`config.mk`:
```
export PLATFORM = sky130hd
export DESIGN_NAME = flash_controller
export DESIGN_NICKNAME = d
export VERILOG_FILES = /design/src/hdl/flash_pkg.sv /design/src/hdl/spi_frame_engine.sv /design/src/hdl/frame_arbiter.sv /design/src/hdl/read_sequencer.sv /design/src/hdl/program_sequencer.sv /design/src/hdl/flash_controller.sv
export VERILOG_INCLUDE_DIRS = /design/src /design/src/hdl
export SDC_FILE = /design/constraint.sdc
export NUM_CORES = 1
export LEC_CHECK = 0
export BUFFER_PORTS_ARGS = -buffer_cell sky130_fd_sc_hd__buf_2
export CAP_MARGIN = 20
export CORE_MARGIN = 2
export CORE_UTILIZATION = 45
export DETAILED_ROUTE_END_ITERATION = 16
export GPL_ROUTABILITY_DRIVEN = 0
export PLACE_DENSITY = 0.65
export REMOVE_ABC_BUFFERS = 1
export SLEW_MARGIN = 20
export SYNTH_ARGS = -nofsm -noshare
export SYNTH_HDL_FRONTEND = slang
export SYNTH_HIERARCHICAL = 1
export SYNTH_SLANG_ARGS = --single-unit
```
`constraint.sdc`:
```
create_clock -name i_clk -period 3.4 [get_ports i_clk]
set_clock_uncertainty 0.15 [all_clocks]
set_input_delay 1.02 -clock i_clk [delete_from_list [all_inputs] [get_ports i_clk]]
set_output_delay 1.02 -clock i_clk [all_outputs]
set_load 0.1 [all_outputs]
```
`src/hdl/flash_defs.svh`:
```
`ifndef FLASH_DEFS_SVH
`define FLASH_DEFS_SVH

//////////////////////////////
// SCK timing
//////////////////////////////

`define FLASH_SCK_HALF      4    // System clocks per SCK half period

//////////////////////////////
// Frame field widths
//////////////////////////////

`define FLASH_OPCODE_BITS   8
`define FLASH_ADDR_BITS     24
`define FLASH_WORD_BITS     32
`define FLASH_STATUS_BITS   8    // RDSR returns one status byte

`endif

```
`src/hdl/flash_pkg.sv`:
```
`default_nettype none

`include "flash_defs.svh"

package flash_pkg;

    // Single-lane SPI NOR instructions
    typedef enum logic [`FLASH_OPCODE_BITS-1:0] {
        OP_PP   = 8'h02,    // Page program
        OP_READ = 8'h03,
        OP_RDSR = 8'h05,    // Read status register
        OP_WREN = 8'h06,
        OP_SE   = 8'h20     // 4 KB sector erase
    } flash_opcode_e;

    // One command frame as handed to the frame engine
    typedef struct packed {
        flash_opcode_e                opcode;
        logic [`FLASH_ADDR_BITS-1:0]  addr;
        logic                         has_addr;
        logic [`FLASH_WORD_BITS-1:0]  tx_data;
        logic                         has_tx;
        logic [5:0]                   rx_bits;     // 0, 8 or 32
    } frame_req_t;

    typedef struct packed {
        logic                         write;       // 1 = program, 0 = read
        logic [`FLASH_ADDR_BITS-1:0]  addr;
        logic [`FLASH_WORD_BITS-1:0]  wdata;
    } host_cmd_t;

    typedef enum logic [2:0] {
        PG_IDLE,
        PG_WREN_ERASE,
        PG_ERASE,
        PG_POLL_ERASE,
        PG_WREN_PROG,
        PG_PROGRAM,
        PG_POLL_PROG
    } prog_state_e;

    typedef enum logic {
        RD_IDLE,
        RD_WAIT
    } rd_state_e;

endpackage

`default_nettype wire

```
`src/hdl/spi_frame_engine.sv`:
```
`timescale 1ns/10ps
`default_nettype none

`include "flash_defs.svh"

module spi_frame_engine (
    input  logic                         i_clk,
    input  logic                         i_reset,
    input  logic                         start,
    input  flash_pkg::frame_req_t        req,
    output logic                         done,
    output logic [`FLASH_WORD_BITS-1:0]  rx_data,
    output logic                         busy,
    output logic                         flash_cs_n,
    output logic                         flash_sck,
    output logic                         flash_mosi,
    input  logic                         flash_miso
);

    localparam int TX_BITS = `FLASH_OPCODE_BITS + `FLASH_ADDR_BITS + `FLASH_WORD_BITS;

    logic [TX_BITS-1:0] tx_shift;
    logic [TX_BITS-1:0] tx_load;
    logic [7:0]         presc;
    logic [7:0]         half_idx;      // Half periods elapsed in this frame
    logic [7:0]         last_half;
    logic [6:0]         tx_bits;
    logic [6:0]         n_tx;
    logic [6:0]         n_total;
    logic [6:0]         bit_idx;
    logic               half_tick;
    logic               bit_half;

    //////////////////////////////
    // Frame sizing
    //////////////////////////////

    assign n_tx = 7'(`FLASH_OPCODE_BITS)
                + (req.has_addr ? 7'(`FLASH_ADDR_BITS) : 7'd0)
                + (req.has_tx ? 7'(`FLASH_WORD_BITS) : 7'd0);
    assign n_total = n_tx + {1'b0, req.rx_bits};

    // Left-aligned so the opcode MSB leaves first
    always_comb begin
        case ({req.has_addr, req.has_tx})
            2'b11:   tx_load = {req.opcode, req.addr, req.tx_data};
            2'b10:   tx_load = {req.opcode, req.addr, {`FLASH_WORD_BITS{1'b0}}};
            2'b01:   tx_load = {req.opcode, req.tx_data, {`FLASH_ADDR_BITS{1'b0}}};
            default: tx_load = {req.opcode, {(TX_BITS - `FLASH_OPCODE_BITS){1'b0}}};
        endcase
    end

    assign half_tick  = busy && (presc == 8'd0);
    assign bit_half   = half_idx < (last_half - 8'd2);  // Halves that carry SCK edges
    assign bit_idx    = half_idx[7:1];
    assign flash_mosi = tx_shift[TX_BITS-1];

    //////////////////////////////
    // Sequencing and SCK
    //////////////////////////////

    always_ff @(posedge i_clk) begin
        if (i_reset) begin
            busy       <= 1'b0;
            done       <= 1'b0;
            flash_cs_n <= 1'b1;
            flash_sck  <= 1'b0;
            presc      <= 8'd0;
            half_idx   <= 8'd0;
            tx_shift   <= '0;
        end else begin
            done <= 1'b0;
            if (!busy) begin
                if (start) begin
                    busy       <= 1'b1;
                    flash_cs_n <= 1'b0;    // One half period of setup before SCK
                    presc      <= 8'(`FLASH_SCK_HALF - 1);
                    half_idx   <= 8'd0;
                    tx_shift   <= tx_load;
                end
            end else if (presc != 8'd0) begin
                presc <= presc - 8'd1;
            end else begin
                presc    <= 8'(`FLASH_SCK_HALF - 1);
                half_idx <= half_idx + 8'd1;
                if (bit_half) begin
                    flash_sck <= ~half_idx[0];  // Even half ends with rise
                    if (half_idx[0])
                        tx_shift <= tx_shift << 1;  // Next bit while SCK low
                end else if (half_idx == last_half - 8'd2) begin
                    flash_cs_n <= 1'b1;
                end else if (half_idx == last_half) begin
                    busy <= 1'b0;    // CS has been high two halves
                    done <= 1'b1;
                end
            end
        end
    end

    // Frame length latched at start
    always_ff @(posedge i_clk) begin
        if (!busy && start) begin
            last_half <= {n_total, 1'b0} + 8'd2;
            tx_bits   <= n_tx;
        end
    end

    // MISO sampled on SCK rise in the receive phase
    always_ff @(posedge i_clk) begin
        if (!busy && start)
            rx_data <= '0;
        else if (half_tick && bit_half && !half_idx[0] && bit_idx >= tx_bits)
            rx_data <= {rx_data[`FLASH_WORD_BITS-2:0], flash_miso};
    end

endmodule

`default_nettype wire

```
`src/hdl/frame_arbiter.sv`:
```
`timescale 1ns/10ps
`default_nettype none

module frame_arbiter (
    input  logic                   i_clk,
    input  logic                   i_reset,
    input  logic                   rd_req,
    input  logic                   pg_req,
    input  flash_pkg::frame_req_t  rd_frame,
    input  flash_pkg::frame_req_t  pg_frame,
    output logic                   rd_done,
    output logic                   pg_done,
    input  logic                   eng_busy,
    input  logic                   eng_done,
    output logic                   eng_start,
    output flash_pkg::frame_req_t  eng_frame
);

    logic grant_active;
    logic owner;       // 1 = program sequencer
    logic prio;        // Winner on a tie
    logic pick;

    assign pick      = (rd_req && pg_req) ? prio : pg_req;
    assign eng_start = !grant_active && !eng_busy && (rd_req || pg_req);
    assign eng_frame = pick ? pg_frame : rd_frame;  // Sampled by engine on start only

    // Done goes back to the owner alone
    assign rd_done = eng_done && grant_active && !owner;
    assign pg_done = eng_done && grant_active && owner;

    always_ff @(posedge i_clk) begin
        if (i_reset) begin
            grant_active <= 1'b0;
            owner        <= 1'b0;
            prio         <= 1'b0;
        end else if (eng_start) begin
            grant_active <= 1'b1;
            owner        <= pick;
            prio         <= ~pick;    // Other peer first next time
        end else if (eng_done) begin
            grant_active <= 1'b0;
        end
    end

endmodule

`default_nettype wire

```
`src/hdl/read_sequencer.sv`:
```
`timescale 1ns/10ps
`default_nettype none

`include "flash_defs.svh"

module read_sequencer (
    input  logic                         i_clk,
    input  logic                         i_reset,
    input  logic                         start,
    input  logic [`FLASH_ADDR_BITS-1:0]  address,
    output logic                         busy,
    output logic                         frame_req,
    output flash_pkg::frame_req_t        frame,
    input  logic                         frame_done,
    input  logic [`FLASH_WORD_BITS-1:0]  rx_data,
    output logic [`FLASH_WORD_BITS-1:0]  word,
    output logic                         valid
);

    import flash_pkg::*;

    rd_state_e                   state;
    logic [`FLASH_ADDR_BITS-1:0] addr_q;

    assign busy      = (state != RD_IDLE);
    assign frame_req = (state == RD_WAIT);

    // READ opcode, address, 32 bits back
    always_comb begin
        frame          = '0;
        frame.opcode   = OP_READ;
        frame.addr     = addr_q;
        frame.has_addr = 1'b1;
        frame.rx_bits  = 6'(`FLASH_WORD_BITS);
    end

    always_ff @(posedge i_clk) begin
        if (i_reset) begin
            state <= RD_IDLE;
            valid <= 1'b0;
        end else begin
            valid <= 1'b0;
            case (state)
                RD_IDLE: if (start) state <= RD_WAIT;
                RD_WAIT: begin
                    if (frame_done) begin
                        state <= RD_IDLE;
                        valid <= 1'b1;
                    end
                end
                default: state <= RD_IDLE;
            endcase
        end
    end

    always_ff @(posedge i_clk) begin
        if (state == RD_IDLE && start)
            addr_q <= address;
        if (state == RD_WAIT && frame_done)
            word <= rx_data;    // Held until next read
    end

endmodule

`default_nettype wire

```
`src/hdl/program_sequencer.sv`:
```
`timescale 1ns/10ps
`default_nettype none

`include "flash_defs.svh"

module program_sequencer (
    input  logic                         i_clk,
    input  logic                         i_reset,
    input  logic                         start,
    input  flash_pkg::host_cmd_t         cmd,
    output logic                         busy,
    output logic                         frame_req,
    output flash_pkg::frame_req_t        frame,
    input  logic                         frame_done,
    input  logic [`FLASH_WORD_BITS-1:0]  rx_data,
    output logic                         done
);

    import flash_pkg::*;

    localparam int WIP_BIT = 0;    // Write in progress

    prog_state_e                 state;
    logic [`FLASH_ADDR_BITS-1:0] addr_q;
    logic [`FLASH_WORD_BITS-1:0] data_q;
    logic                        wip_clear;

    assign busy      = (state != PG_IDLE);
    assign frame_req = busy;
    assign wip_clear = frame_done && !rx_data[WIP_BIT];

    //////////////////////////////
    // Frame per step
    //////////////////////////////

    always_comb begin
        frame         = '0;
        frame.addr    = addr_q;
        frame.tx_data = data_q;
        case (state)
            PG_ERASE: begin
                frame.opcode   = OP_SE;
                frame.has_addr = 1'b1;
            end
            PG_POLL_ERASE, PG_POLL_PROG: begin
                frame.opcode  = OP_RDSR;
                frame.rx_bits = 6'(`FLASH_STATUS_BITS);
            end
            PG_PROGRAM: begin
                frame.opcode   = OP_PP;
                frame.has_addr = 1'b1;
                frame.has_tx   = 1'b1;
            end
            default: frame.opcode = OP_WREN;    // Both enable steps
        endcase
    end

    //////////////////////////////
    // Step FSM
    //////////////////////////////

    always_ff @(posedge i_clk) begin
        if (i_reset) begin
            state <= PG_IDLE;
            done  <= 1'b0;
        end else begin
            done <= 1'b0;
            case (state)
                PG_IDLE:       if (start) state <= PG_WREN_ERASE;
                PG_WREN_ERASE: if (frame_done) state <= PG_ERASE;
                PG_ERASE:      if (frame_done) state <= PG_POLL_ERASE;
                PG_POLL_ERASE: if (wip_clear) state <= PG_WREN_PROG;  // Else poll again
                PG_WREN_PROG:  if (frame_done) state <= PG_PROGRAM;
                PG_PROGRAM:    if (frame_done) state <= PG_POLL_PROG;
                PG_POLL_PROG: begin
                    if (wip_clear) begin
                        state <= PG_IDLE;
                        done  <= 1'b1;
                    end
                end
                default:       state <= PG_IDLE;
            endcase
        end
    end

    always_ff @(posedge i_clk) begin
        if (state == PG_IDLE && start) begin
            addr_q <= cmd.addr;
            data_q <= cmd.wdata;
        end
    end

endmodule

`default_nettype wire

```
`src/hdl/flash_controller.sv`:
```
`timescale 1ns/10ps
`default_nettype none

module flash_controller (
    input  logic                  i_clk,
    input  logic                  i_reset,
    input  logic                  cmd_valid,
    input  flash_pkg::host_cmd_t  cmd,
    output logic [31:0]           rd_word,
    output logic                  rd_valid,
    output logic                  wr_done,
    output logic                  rd_busy,
    output logic                  wr_busy,
    output logic                  flash_cs_n,
    output logic                  flash_sck,
    output logic                  flash_mosi,
    input  logic                  flash_miso
);

    import flash_pkg::*;

    frame_req_t  rd_frame;
    frame_req_t  pg_frame;
    frame_req_t  eng_frame;
    logic        rd_frame_req, pg_frame_req;
    logic        rd_frame_done, pg_frame_done;
    logic        eng_start, eng_done, eng_busy;
    logic [31:0] eng_rx;

    read_sequencer rd_seq_i (
        .i_clk      (i_clk),
        .i_reset    (i_reset),
        .start      (cmd_valid && !cmd.write),
        .address    (cmd.addr),
        .busy       (rd_busy),
        .frame_req  (rd_frame_req),
        .frame      (rd_frame),
        .frame_done (rd_frame_done),
        .rx_data    (eng_rx),
        .word       (rd_word),
        .valid      (rd_valid)
    );

    program_sequencer pg_seq_i (
        .i_clk      (i_clk),
        .i_reset    (i_reset),
        .start      (cmd_valid && cmd.write),
        .cmd        (cmd),
        .busy       (wr_busy),
        .frame_req  (pg_frame_req),
        .frame      (pg_frame),
        .frame_done (pg_frame_done),
        .rx_data    (eng_rx),
        .done       (wr_done)
    );

    // Both sequencers share one engine
    frame_arbiter arb_i (
        .i_clk     (i_clk),
        .i_reset   (i_reset),
        .rd_req    (rd_frame_req),
        .pg_req    (pg_frame_req),
        .rd_frame  (rd_frame),
        .pg_frame  (pg_frame),
        .rd_done   (rd_frame_done),
        .pg_done   (pg_frame_done),
        .eng_busy  (eng_busy),
        .eng_done  (eng_done),
        .eng_start (eng_start),
        .eng_frame (eng_frame)
    );

    spi_frame_engine eng_i (
        .i_clk      (i_clk),
        .i_reset    (i_reset),
        .start      (eng_start),
        .req        (eng_frame),
        .done       (eng_done),
        .rx_data    (eng_rx),
        .busy       (eng_busy),
        .flash_cs_n (flash_cs_n),
        .flash_sck  (flash_sck),
        .flash_mosi (flash_mosi),
        .flash_miso (flash_miso)
    );

endmodule

`default_nettype wire

```
==> impl_metrics.json, run 1 <==
{
  "worstPathArrival_ps": 3380,
  "grt_pass1_wl_microns": 36100,
  "ctsHoldBuffers": 0,
  "drive_above_1_share_pct": 26.2,
  "hold_path_end": "rd_seq_i/word[31]$_DFFE_PP_",
  "reg2reg_depth": 10,
  "setup_viol": 0,
  "endpoint_kind": "flip-flop",
  "vias": 7522,
  "grt_busiest_layer": "met2",
  "regArea_sq_um": 6170,
  "synthToLayoutAreaGrowth_pct": 12.3,
  "drt_first_pass_iters": 4,
  "initial_utilization_pct": 45.7,
  "period_minus_slack_ps": 3100,
  "fin_cells": 1475,
  "rsz0062_at_grt": "false",
  "crit_chain": "or3_4, o21ai_4, mux2_2, ha_1, or2_2, buf_12, a22o_1, a22oi_1, nor2_1, mux2_4",
  "r2r-end": "eng_i/tx_shift[33]$_SDFFE_PP0P_",
  "initialDrtViolationCount": 460,
  "dpl.hpwl_microns": 13800,
  "wire_per_inst_microns": 14.8,
  "cts.htree.levels": 1,
  "hold_viol": 0,
  "grt_remaining_overflow": 0,
  "setup_slack_ps": 302,
  "drc": 0,
  "grt_use_met3_pct": 2.33,
  "cp-start-kind": "flip-flop",
  "leakagePower_nw": 5.33,
  "coreArea_sq_um": 26000,
  "final_nets": 1203,
  "power_density_nw_per_um2": 527,
  "finalInstanceArea_sq_um": 13400,
  "dp.cells": 1425,
  "die_area_sq_um": 27700,
  "multi_input_area_sq_um": 5100,
  "ys.flop_type": "dfxtp_1",
  "numCtsBuffers": 27,
  "peakVddDrop_mv": 0.459,
  "cts_tree": "done",
  "min_path_type": "flip-flop to flip-flop",
  "whs_path_depth": 0,
  "maxCapViolCount": 0,
  "use_met2_pct": 26.0,
  "grt_max_degree": 72,
  "viasPerCell": 5.10,
  "fp.dieH_microns": 167,
  "async_flop_share_pct": 0,
  "clkSlewWorstSetupHoldPaths_ps": 60,
  "path_buf_inv": 1,
  "ys_seq_area_share_pct": 51.9,
  "ios": 100,
  "clkSinkCount": 247,
  "yosysUniqueCellTypes": 64,
  "grt_pass1_vias": 7370,
  "syn-mean-instance-area_sq_um": 11.5,
  "timing.rr.start": "pg_seq_i/state[2]$_SDFFE_PP0P_",
  "fill_cells": 2336,
  "clk-insertion-delay-late_ps": 540,
  "place_ws_ps": 228,
  "critPathMaxStageDelay_ps": 430,
  "synthCells": 1032,
  "rows": 59,
  "clockRootBuffer": "clkbuf_16",
  "drv_slew": 0,
  "wl_microns": 21900,
  "critPathKind": "flip-flop to flip-flop",
  "outcome": "complete, no violations",
  "synth-edff-count": 122,
  "yosysWarnings": 6,
  "cp_max_fo": 17,
  "die_w_microns": 167,
  "place_area_sq_um": 12500,
  "globalRouteMet1Util_pct": 20.3,
  "grt_use_total_pct": 15.4,
  "synth-seq-cells": 247,
  "utilization_pct": 51.4,
  "syn_area_sq_um": 11900,
  "max_slew_margin_pct": 47.0,
  "cpMaxStageDelayCell": "or3_4",
  "reg2reg_slack_ps": 300,
  "postRouteAntennaNets": 0,
  "clock_path_buffers": 3,
  "port_buffers": 99,
  "n_antenna_cell": 0,
  "required_ps": 3680,
  "min_from": "eng_i/rx_data[31]$_SDFFE_PP0P_",
  "cp_top_family": "simple AND/OR/NAND/NOR gates",
  "min_period_over_period_pct": 91.1,
  "antenna_found_initial": 0,
  "tightestPinTransition_ps": 792,
  "fmax_ghz": 0.323,
  "finalSetupTns_ps": 0
}
## cell usage after synthesis (11+ instances only)
| master | count | area share [%] |
|---|---|---|
| dfxtp_1 | 125 | 21 |
| edfxtp_1 | 122 | 31 |
| mux2_2 | 70 | 6.6 |
| buf_4 | 62 | 3.9 |
| nor2_1 | 60 | 1.9 |
| a22oi_1 | 55 | 3.5 |
| nand2_1 | 55 | 1.7 |
| clkbuf_1 | 43 | 1.4 |
| nor2b_1 | 43 | 2.3 |
| nand3_1 | 40 | 1.7 |
| o21ai_0 | 38 | 1.6 |
| mux2_4 | 36 | 4.5 |
| a22o_1 | 32 | 2.4 |
| mux2i_1 | 32 | 2.7 |
| nand2b_1 | 29 | 1.5 |
| ha_1 | 23 | 2.4 |
| a21oi_1 | 21 | 0.88 |
| inv_1 | 18 | 0.57 |
| buf_6 | 11 | 1.0 |
## worst max-delay path by stage
stage,start,to,cells after the start
floorplan,eng_i/busy$_SDFF_PP0_,eng_i/tx_shift[53]$_SDFFE_PP0P_,7
global placement,eng_i/last_half[2]$_DFFE_PP_,eng_i/tx_shift[39]$_SDFFE_PP0P_,12
detailed placement,eng_i/last_half[1]$_DFFE_PP_,eng_i/tx_shift[46]$_SDFFE_PP0P_,12
CTS,eng_i/last_half[1]$_DFFE_PP_,eng_i/tx_shift[45]$_SDFFE_PP0P_,12
global route,eng_i/last_half[1]$_DFFE_PP_,eng_i/tx_shift[45]$_SDFFE_PP0P_,12
finish,pg_seq_i/state[2]$_SDFFE_PP0P_,eng_i/tx_shift[33]$_SDFFE_PP0P_,10
## stage by stage
stage,hold WS [ps],total power (W)
2_1_floorplan,258,0.00415
3_3_place_gp,265,0.00439
3_5_place_dp,271,0.00441
4_1_cts,285,0.00711
5_1_grt,294,0.00735
6_report,282,0.00703
## cell type report
type                            instances  area share [%]
Multi-Input combinational cell        697            38.2
Sequential cell                       247            46.2
Clock buffer                           37            5.57
Tap cell                              335            3.14
Clock inverter                         13           0.572
Inverter                               18           0.506
Timing Repair Buffer                  128            5.83
## cell usage in the layout, fill, tap and decap left out, drive strengths merged, types with 11 or more instances in the layout
| cell type | count |
|---|---|
| nor3 | 11 |
| nor2b | 44 |
| dfxtp | 125 |
| buf | 128 |
| inv | 19 |
| a21oi | 21 |
| a22oi | 55 |
| o21ai | 46 |
| edfxtp | 122 |
| nand2b | 29 |
| nand3 | 40 |
| clkinv | 11 |
| clkbuf | 37 |
| nand2 | 55 |
| ha | 23 |
| mux2 | 112 |
| nor2 | 62 |
| a22o | 32 |
| conb | 57 |
| mux2i | 32 |
## report_power, final
group | internal (W) | switching (W) | leakage [nW]
clock network | 0.00153 | 0.00115 | 0.405
logic | 0.000433 | 0.000584 | 2.74
registers | 0.00325 | 0.0000778 | 2.18
total | 0.00522 | 0.00181 | 5.33
## what timing repair did
action / in CTS / in global routing
setup buffers: 0 / 0
resized for setup: 0 / 1
setup endpoints to repair: 0 / 16
## kinds of logic (layout without fill, tap and decap cells)
group,count (synthesis),count (layout),share of synthesized area [%]
and+or+nand+nor,272,272,12.0
DFF,247,247,51.9
AOI/OAI and AO/OA,183,183,10.7
muxes,144,144,14.4
buffers and inverters,142,196,7.20
adders and majority gates,23,23,2.42
xor gates and xnor gates,18,18,1.33
other,3,57,0.0947
## registers in the layout, indices dropped and copies added, names as in the netlist
name,flops
eng_i/done,1
arb_i/prio,1
eng_i/flash_sck,1
arb_i/owner,1
eng_i/presc,8
eng_i/rx_data,32
pg_seq_i/data_q,32
pg_seq_i/addr_q,24
eng_i/tx_shift,64
pg_seq_i/done,1
rd_seq_i/busy,1
eng_i/last_half,7
eng_i/tx_bits,3
eng_i/flash_cs_n,1
eng_i/half_idx,8
rd_seq_i/addr_q,24
rd_seq_i/valid,1
rd_seq_i/word,32
pg_seq_i/state,3
eng_i/busy,1
arb_i/grant_active,1
## metal layers
layer / vias up / wire [microns]
met4: 0 / 762
met2: 126 / 10300
met1: 3556 / 10100
met3: 50 / 778
met5: - / 0
li1: 3790 / -
## worst register-to-register path: cells and delay by family, from the launching register on
family,cells,cell delay (ps)
flip-flops,1,310
multiplexers,2,680
AO/OA/AOI/OAI,3,500
adder cells (fa/ha/maj),1,220
AND/OR/NAND/NOR,3,920
buffers and inverters,1,200
Note: power is estimated with default switching activity, not from simulation.
==> inputs of run 2 (changes only) <==
CORE_UTILIZATION = 37   (was 45)
PLACE_DENSITY = unset   (was 0.65)
==> run 2 against run 1 <==
Clock power grew 15%. Register-to-register slack lost 20 ps. Wire length grew 1.2%. Non-clock buffer count shrank 3. Global-route usage shrank 2.1 points. Sequential cell count is the same. Die area grew 21%. Cell area grew 1.6%. Highest routed layer unchanged.
==> impl_metrics.json, run 2 (synthesis results as in run 1) <==
{
  "comb_power_share_pct": 13.8,
  "setup_viol": 0,
  "final_common_cell": "dfxtp_1",
  "antenna_found_initial": 0,
  "p_seq_share_pct": 44.6,
  "cts_tree": "done",
  "grt_pass1_wl_microns": 36800,
  "endpoint_kind": "flip-flop",
  "synthToLayoutAreaGrowth_pct": 14.1,
  "setup_slack_ps": 286,
  "initial_utilization_pct": 37.6,
  "port_buffers": 99,
  "grt_remaining_overflow": 0,
  "cp-startpoint": "eng_i/last_half[1]$_DFFE_PP_",
  "drt_first_pass_iters": 5,
  "p_clk_share_pct": 41.6,
  "die_w_microns": 183,
  "clockRootBuffer": "clkbuf_16",
  "hold_viol": 0,
  "min_path_type": "flip-flop to flip-flop",
  "tightestPinTransition_ps": 638,
  "worstPathArrival_ps": 3390,
  "fill_cells": 2940,
  "post_cts_buffers": 0,
  "vias": 7531,
  "utilization_pct": 42.9,
  "die_area_sq_um": 33600,
  "final_cell_mix": "dfxtp_1, edfxtp_1, buf_2, mux2_2, nor2_1",
  "wl_microns": 22200,
  "critPathKind": "flip-flop to flip-flop",
  "clk-insertion-delay-late_ps": 540,
  "power_density_nw_per_um2": 549,
  "regMostFlops": "eng_i/tx_shift",
  "cts_resized": 0,
  "period_minus_slack_ps": 3110,
  "min_from": "eng_i/rx_data[31]$_SDFFE_PP0P_",
  "postRouteAntennaNets": 0,
  "clkSinkCount": 247,
  "p_switching_w": 0.00187,
  "intPower_w": 0.00559,
  "drive_above_1_share_pct": 26.4,
  "peakVddDrop_mv": 0.488,
  "ctsHoldBuffers": 0,
  "multi_input_area_sq_um": 5100,
  "drv_slew": 0,
  "timing.hold.ws_ps": 298,
  "timing.rr.start": "eng_i/last_half[1]$_DFFE_PP_",
  "fp.dieH_microns": 183,
  "numCtsBuffers": 27,
  "fmax_ghz": 0.321,
  "ios": 100,
  "cp_max_fo": 9,
  "regArea_sq_um": 6170,
  "required_ps": 3680,
  "cp-start-kind": "flip-flop",
  "rows": 65,
  "min_period_over_period_pct": 91.6,
  "maxCapViolCount": 0,
  "coreArea_sq_um": 31600,
  "viasPerCell": 4.89,
  "leakagePower_nw": 5.38,
  "clkSlewWorstSetupHoldPaths_ps": 60,
  "n_antenna_cell": 0,
  "cts.htree.levels": 1,
  "wire_per_inst_microns": 14.4,
  "grt_max_degree": 72,
  "outcome": "complete, no violations",
  "r2r-end": "eng_i/tx_shift[55]$_SDFFE_PP0P_",
  "place_ws_ps": 134,
  "drc": 0,
  "reg2reg_depth": 12,
  "rsz0062_at_grt": "false",
  "crit_path_end": "eng_i/tx_shift[55]$_SDFFE_PP0P_",
  "reg2reg_slack_ps": 290,
  "final_nets": 1200,
  "initialDrtViolationCount": 419,
  "clock_path_buffers": 3,
  "grt_use_total_pct": 13.3,
  "grt_pass1_vias": 7255,
  "dpl.hpwl_microns": 13800,
  "largest_reg_flops": 64,
  "max_slew_margin_pct": 57.5,
  "switching_share_pct": 25.0
}
## run 2: changes by cell type in the layout (fill, tap and decap cells not counted), moves of 2 or more
cell       previous run  this run
bufinv_16             0         5
clkbuf_1              8         6
clkinv_1              2         0
clkinv_2              7         2
buf_12                5         7
buf_4                25        20
clkbuf_4              0         2
## run 2: power groups by stage
stage               logic, W  registers (W)  clock network [W]
floorplan           0.000726        0.00342                  0
global placement     0.00102        0.00339                  0
detailed placement   0.00103        0.00339                  0
CTS                  0.00104        0.00332            0.00319
global route         0.00114        0.00334            0.00332
finish               0.00103        0.00332            0.00310
## run 2: per-layer routing
| layer | GRT usage, % | part of all wire, % |
|---|---|---|
| met5 | 0 | 0 |
| met4 | 3.26 | 2.0 |
| met3 | 2.01 | 3.7 |
| met2 | 22.6 | 47 |
| met1 | 17.7 | 47 |
## run 2: worst min-delay path by stage
stage / to / slack [ps] / depth (start not counted)
finish: rd_seq_i/word[31]$_DFFE_PP_ / 300 / 0
global route: rd_seq_i/word[31]$_DFFE_PP_ / 310 / 0
CTS: rd_seq_i/word[31]$_DFFE_PP_ / 300 / 0
detailed placement: rd_seq_i/word[31]$_DFFE_PP_ / 280 / 0
global placement: rd_seq_i/word[31]$_DFFE_PP_ / 260 / 0
floorplan: rd_seq_i/word[31]$_DFFE_PP_ / 260 / 0
## run 2: final cells by class
type                    count  area share (%)
repair buffers            125            5.75
flip-flops and latches    247            45.4
multi-input cells         697            37.6
clock buffers              36            5.36
inverters                  18           0.498
well taps                 402            3.71
clock inverters            14            1.64
## run 2: worst max-delay path, cell delays in order, from the launching register on
cell      delay (ps)
edfxtp_1         410
inv_1            100
ha_1             180
nand2_1           80
nor3_1           180
xnor2_1          100
ha_1             310
nand4_1          150
a21oi_2          240
nor3_2           110
a21oi_4          380
buf_4            280
mux2_2           340
## run 2: through the flow
stage | TNS [ps] | std cells | total power (W) | instance area (sq um)
final | 0 | 1539 | 0.00745 | 13600
after global routing | 0 | 1539 | 0.00780 | 13600
after CTS | 0 | 1539 | 0.00755 | 13600
after detailed placement | 0 | 1489 | 0.00442 | 12600
after global placement | 0 | 1489 | 0.00441 | 12600
after floorplan | -371020 | 962 | 0.00415 | 11300
==> inputs of run 3 (changes only) <==
SYNTH_HIERARCHICAL = unset   (was 1)
==> run 3 against run 2 <==
Synthesized cell count down 21%. Utilization is 1.8 points higher. Sequential share of layout area rose by 6.4 points. Critical path depth decreased by 10. Cell area is 14% lower. Register-to-register slack better by 270 ps. Critical endpoint is now wr_busy. Area after synthesis is 17% lower. Clock-buffer cell count decreased by 1. Largest cell class unchanged. Fmax is 2.8% lower. Critical path type is now flip-flop to output pin. Via count down 12%.
==> impl_metrics.json, run 3 <==
{
  "final_cell_mix": "dfxtp_1, edfxtp_1, buf_2, nor2_1, nand2_1",
  "fp.dieH_microns": 168,
  "drt-met1-wl_microns": 9950,
  "p_switching_w": 0.00195,
  "leakagePower_nw": 4.36,
  "cp_max_fo": 14,
  "timing.hold.ws_ps": 287,
  "period_minus_slack_ps": 3200,
  "drt_first_pass_iters": 6,
  "initial_utilization_pct": 37.8,
  "critPathKind": "flip-flop to output pin",
  "ys_seq_area_share_pct": 61.3,
  "yosys.area.top_type": "edfxtp_1",
  "wl_met3_microns": 847,
  "place_ws_ps": 560,
  "initialDrtViolationCount": 567,
  "largest_reg_flops": 64,
  "coreArea_sq_um": 26200,
  "clock_path_buffers": 3,
  "critPathMaxStageDelay_ps": 580,
  "regMostFlops": "eng_i.tx_shift",
  "fmax_ghz": 0.312,
  "grt_use_total_pct": 14.0,
  "drv_slew": 0,
  "dp.cells": 1215,
  "drive_above_1_share_pct": 27.5,
  "whs_path_depth": 0,
  "synthToLayoutAreaGrowth_pct": 18.2,
  "min_period_over_period_pct": 94.2,
  "rows": 59,
  "synthCells": 818,
  "required_ps": 2230,
  "postRouteAntennaNets": 0,
  "final_common_cell": "dfxtp_1",
  "max_slew_margin_pct": 36.4,
  "dpl.hpwl_microns": 12600,
  "cts_tree": "done",
  "port_buffers": 99,
  "vias": 6606,
  "rsz0062_at_grt": "false",
  "cts.htree.levels": 1,
  "setup_slack_ps": 198,
  "async_flop_share_pct": 0,
  "grt_max_degree": 58,
  "endpoint_kind": "output pin",
  "synth_top_area_share_pct": 36.0,
  "fin_cells": 1263,
  "die_w_microns": 168,
  "intPower_w": 0.00554,
  "final_nets": 987,
  "clk-insertion-delay-late_ps": 520,
  "synth-seq-cells": 244,
  "die_area_sq_um": 28100,
  "viasPerCell": 5.23,
  "tightestPinTransition_ps": 950,
  "ios": 100,
  "cpMaxStageDelayCell": "dfxtp_1",
  "outcome": "complete, no violations",
  "hold_viol": 0,
  "crit_chain": "or3_1, buf_2",
  "post_cts_buffers": 0,
  "antenna_found_initial": 0,
  "reg2reg_depth": 9,
  "p_clk_share_pct": 39.5,
  "wl_met2_microns": 8930,
  "syn_area_sq_um": 9920,
  "p_seq_share_pct": 46.2,
  "numCtsBuffers": 26,
  "cts_resized": 0,
  "switching_share_pct": 26.0,
  "synth.area.top_cells": "edfxtp_1, dfxtp_1, a221oi_2",
  "ctsHoldBuffers": 0,
  "min_path_type": "flip-flop to flip-flop",
  "cp-start-kind": "flip-flop",
  "n_antenna_cell": 0,
  "ys.flop_type": "dfxtp_1",
  "synth_common_cells": "dfxtp_1, edfxtp_1, nor2_1",
  "utilization_pct": 44.7,
  "worstPathArrival_ps": 2030,
  "yosysUniqueCellTypes": 57,
  "wl_microns": 20100,
  "grt_pass1_vias": 6172,
  "synth-edff-count": 119,
  "maxCapViolCount": 0,
  "grt_pass1_wl_microns": 32400,
  "setup_viol": 0,
  "drc": 0,
  "clkSinkCount": 244,
  "top_layer": "met4",
  "clockRootBuffer": "clkbuf_16",
  "grt_remaining_overflow": 0,
  "syn-mean-instance-area_sq_um": 12.1,
  "peakVddDrop_mv": 0.424,
  "wire_per_inst_microns": 15.9,
  "clkSlewWorstSetupHoldPaths_ps": 60,
  "comb_power_share_pct": 14.3,
  "yosysWarnings": 0,
  "synth.most_common_cell": "dfxtp_1",
  "power_density_nw_per_um2": 639
}
==> run 3: cells by family after synthesis <==
group                      count (synthesis)  share of synthesized area (%)
adders and majority gates                 18                           2.35
and+or+nand+nor                          251                           12.7
buffers and inverters                     81                           3.86
muxes                                     25                           2.84
AOI/OAI and AO/OA                        190                           16.1
xor gates and xnor gates                   9                          0.795
DFF                                      244                           61.3
==> run 3: area by class of cell <==
cell class / count / area (sq um)
inverter: 21 / 78.8
clock buffer: 35 / 726
sequential: 244 / 6080
clock inverter: 13 / 181
timing repair buffer: 122 / 746
tap: 335 / 419
multi-input combinational: 493 / 3490
fill: 2369 / 14500
==> run 3: worst paths after layout <==
kind / slack (ps) / end / startpoint
max: 200 / wr_busy / pg_seq_i.state[1]$_SDFFE_PP0P_
min: 290 / rd_seq_i.word[31]$_DFFE_PP_ / eng_i.rx_data[31]$_SDFFE_PP0P_
max reg2reg: 560 / eng_i.tx_shift[36]$_SDFFE_PP0P_ / rd_seq_i.busy$_SDFF_PP0_
min reg2reg: 290 / rd_seq_i.word[31]$_DFFE_PP_ / eng_i.rx_data[31]$_SDFFE_PP0P_
==> run 3: stage by stage <==
| step | setup TNS (ps) | instance area (sq um) | total power [W] |
|---|---|---|---|
| after global routing | 0 | 11700 | 0.00781 |
| final | 0 | 11700 | 0.00749 |
| after global placement | 0 | 10800 | 0.00457 |
| after detailed placement | 0 | 10800 | 0.00459 |
| after CTS | 0 | 11700 | 0.00757 |
| after floorplan | -207430 | 9610 | 0.00427 |
==> run 3: metal layers <==
layer  vias to the layer above  track usage, %
met5                         -               0
met4                         0            3.63
met3                        34            2.25
met2                       162            21.8
met1                      3158            20.3
li1                       3252               -
==> run 3: power groups by stage <==
stage	combinational, W	sequential (W)	clock (W)
after CTS	0.00108	0.00346	0.00304
after detailed placement	0.00107	0.00352	0
after floorplan	0.000728	0.00354	0
after global routing	0.00118	0.00348	0.00315
final	0.00107	0.00346	0.00296
after global placement	0.00106	0.00352	0
==> run 3: worst max-delay path: cells and delay by family, from the launching register on <==
kind	cells	cell delay [ps]
flops	1	580
buf+inv	1	520
simple gates	1	400
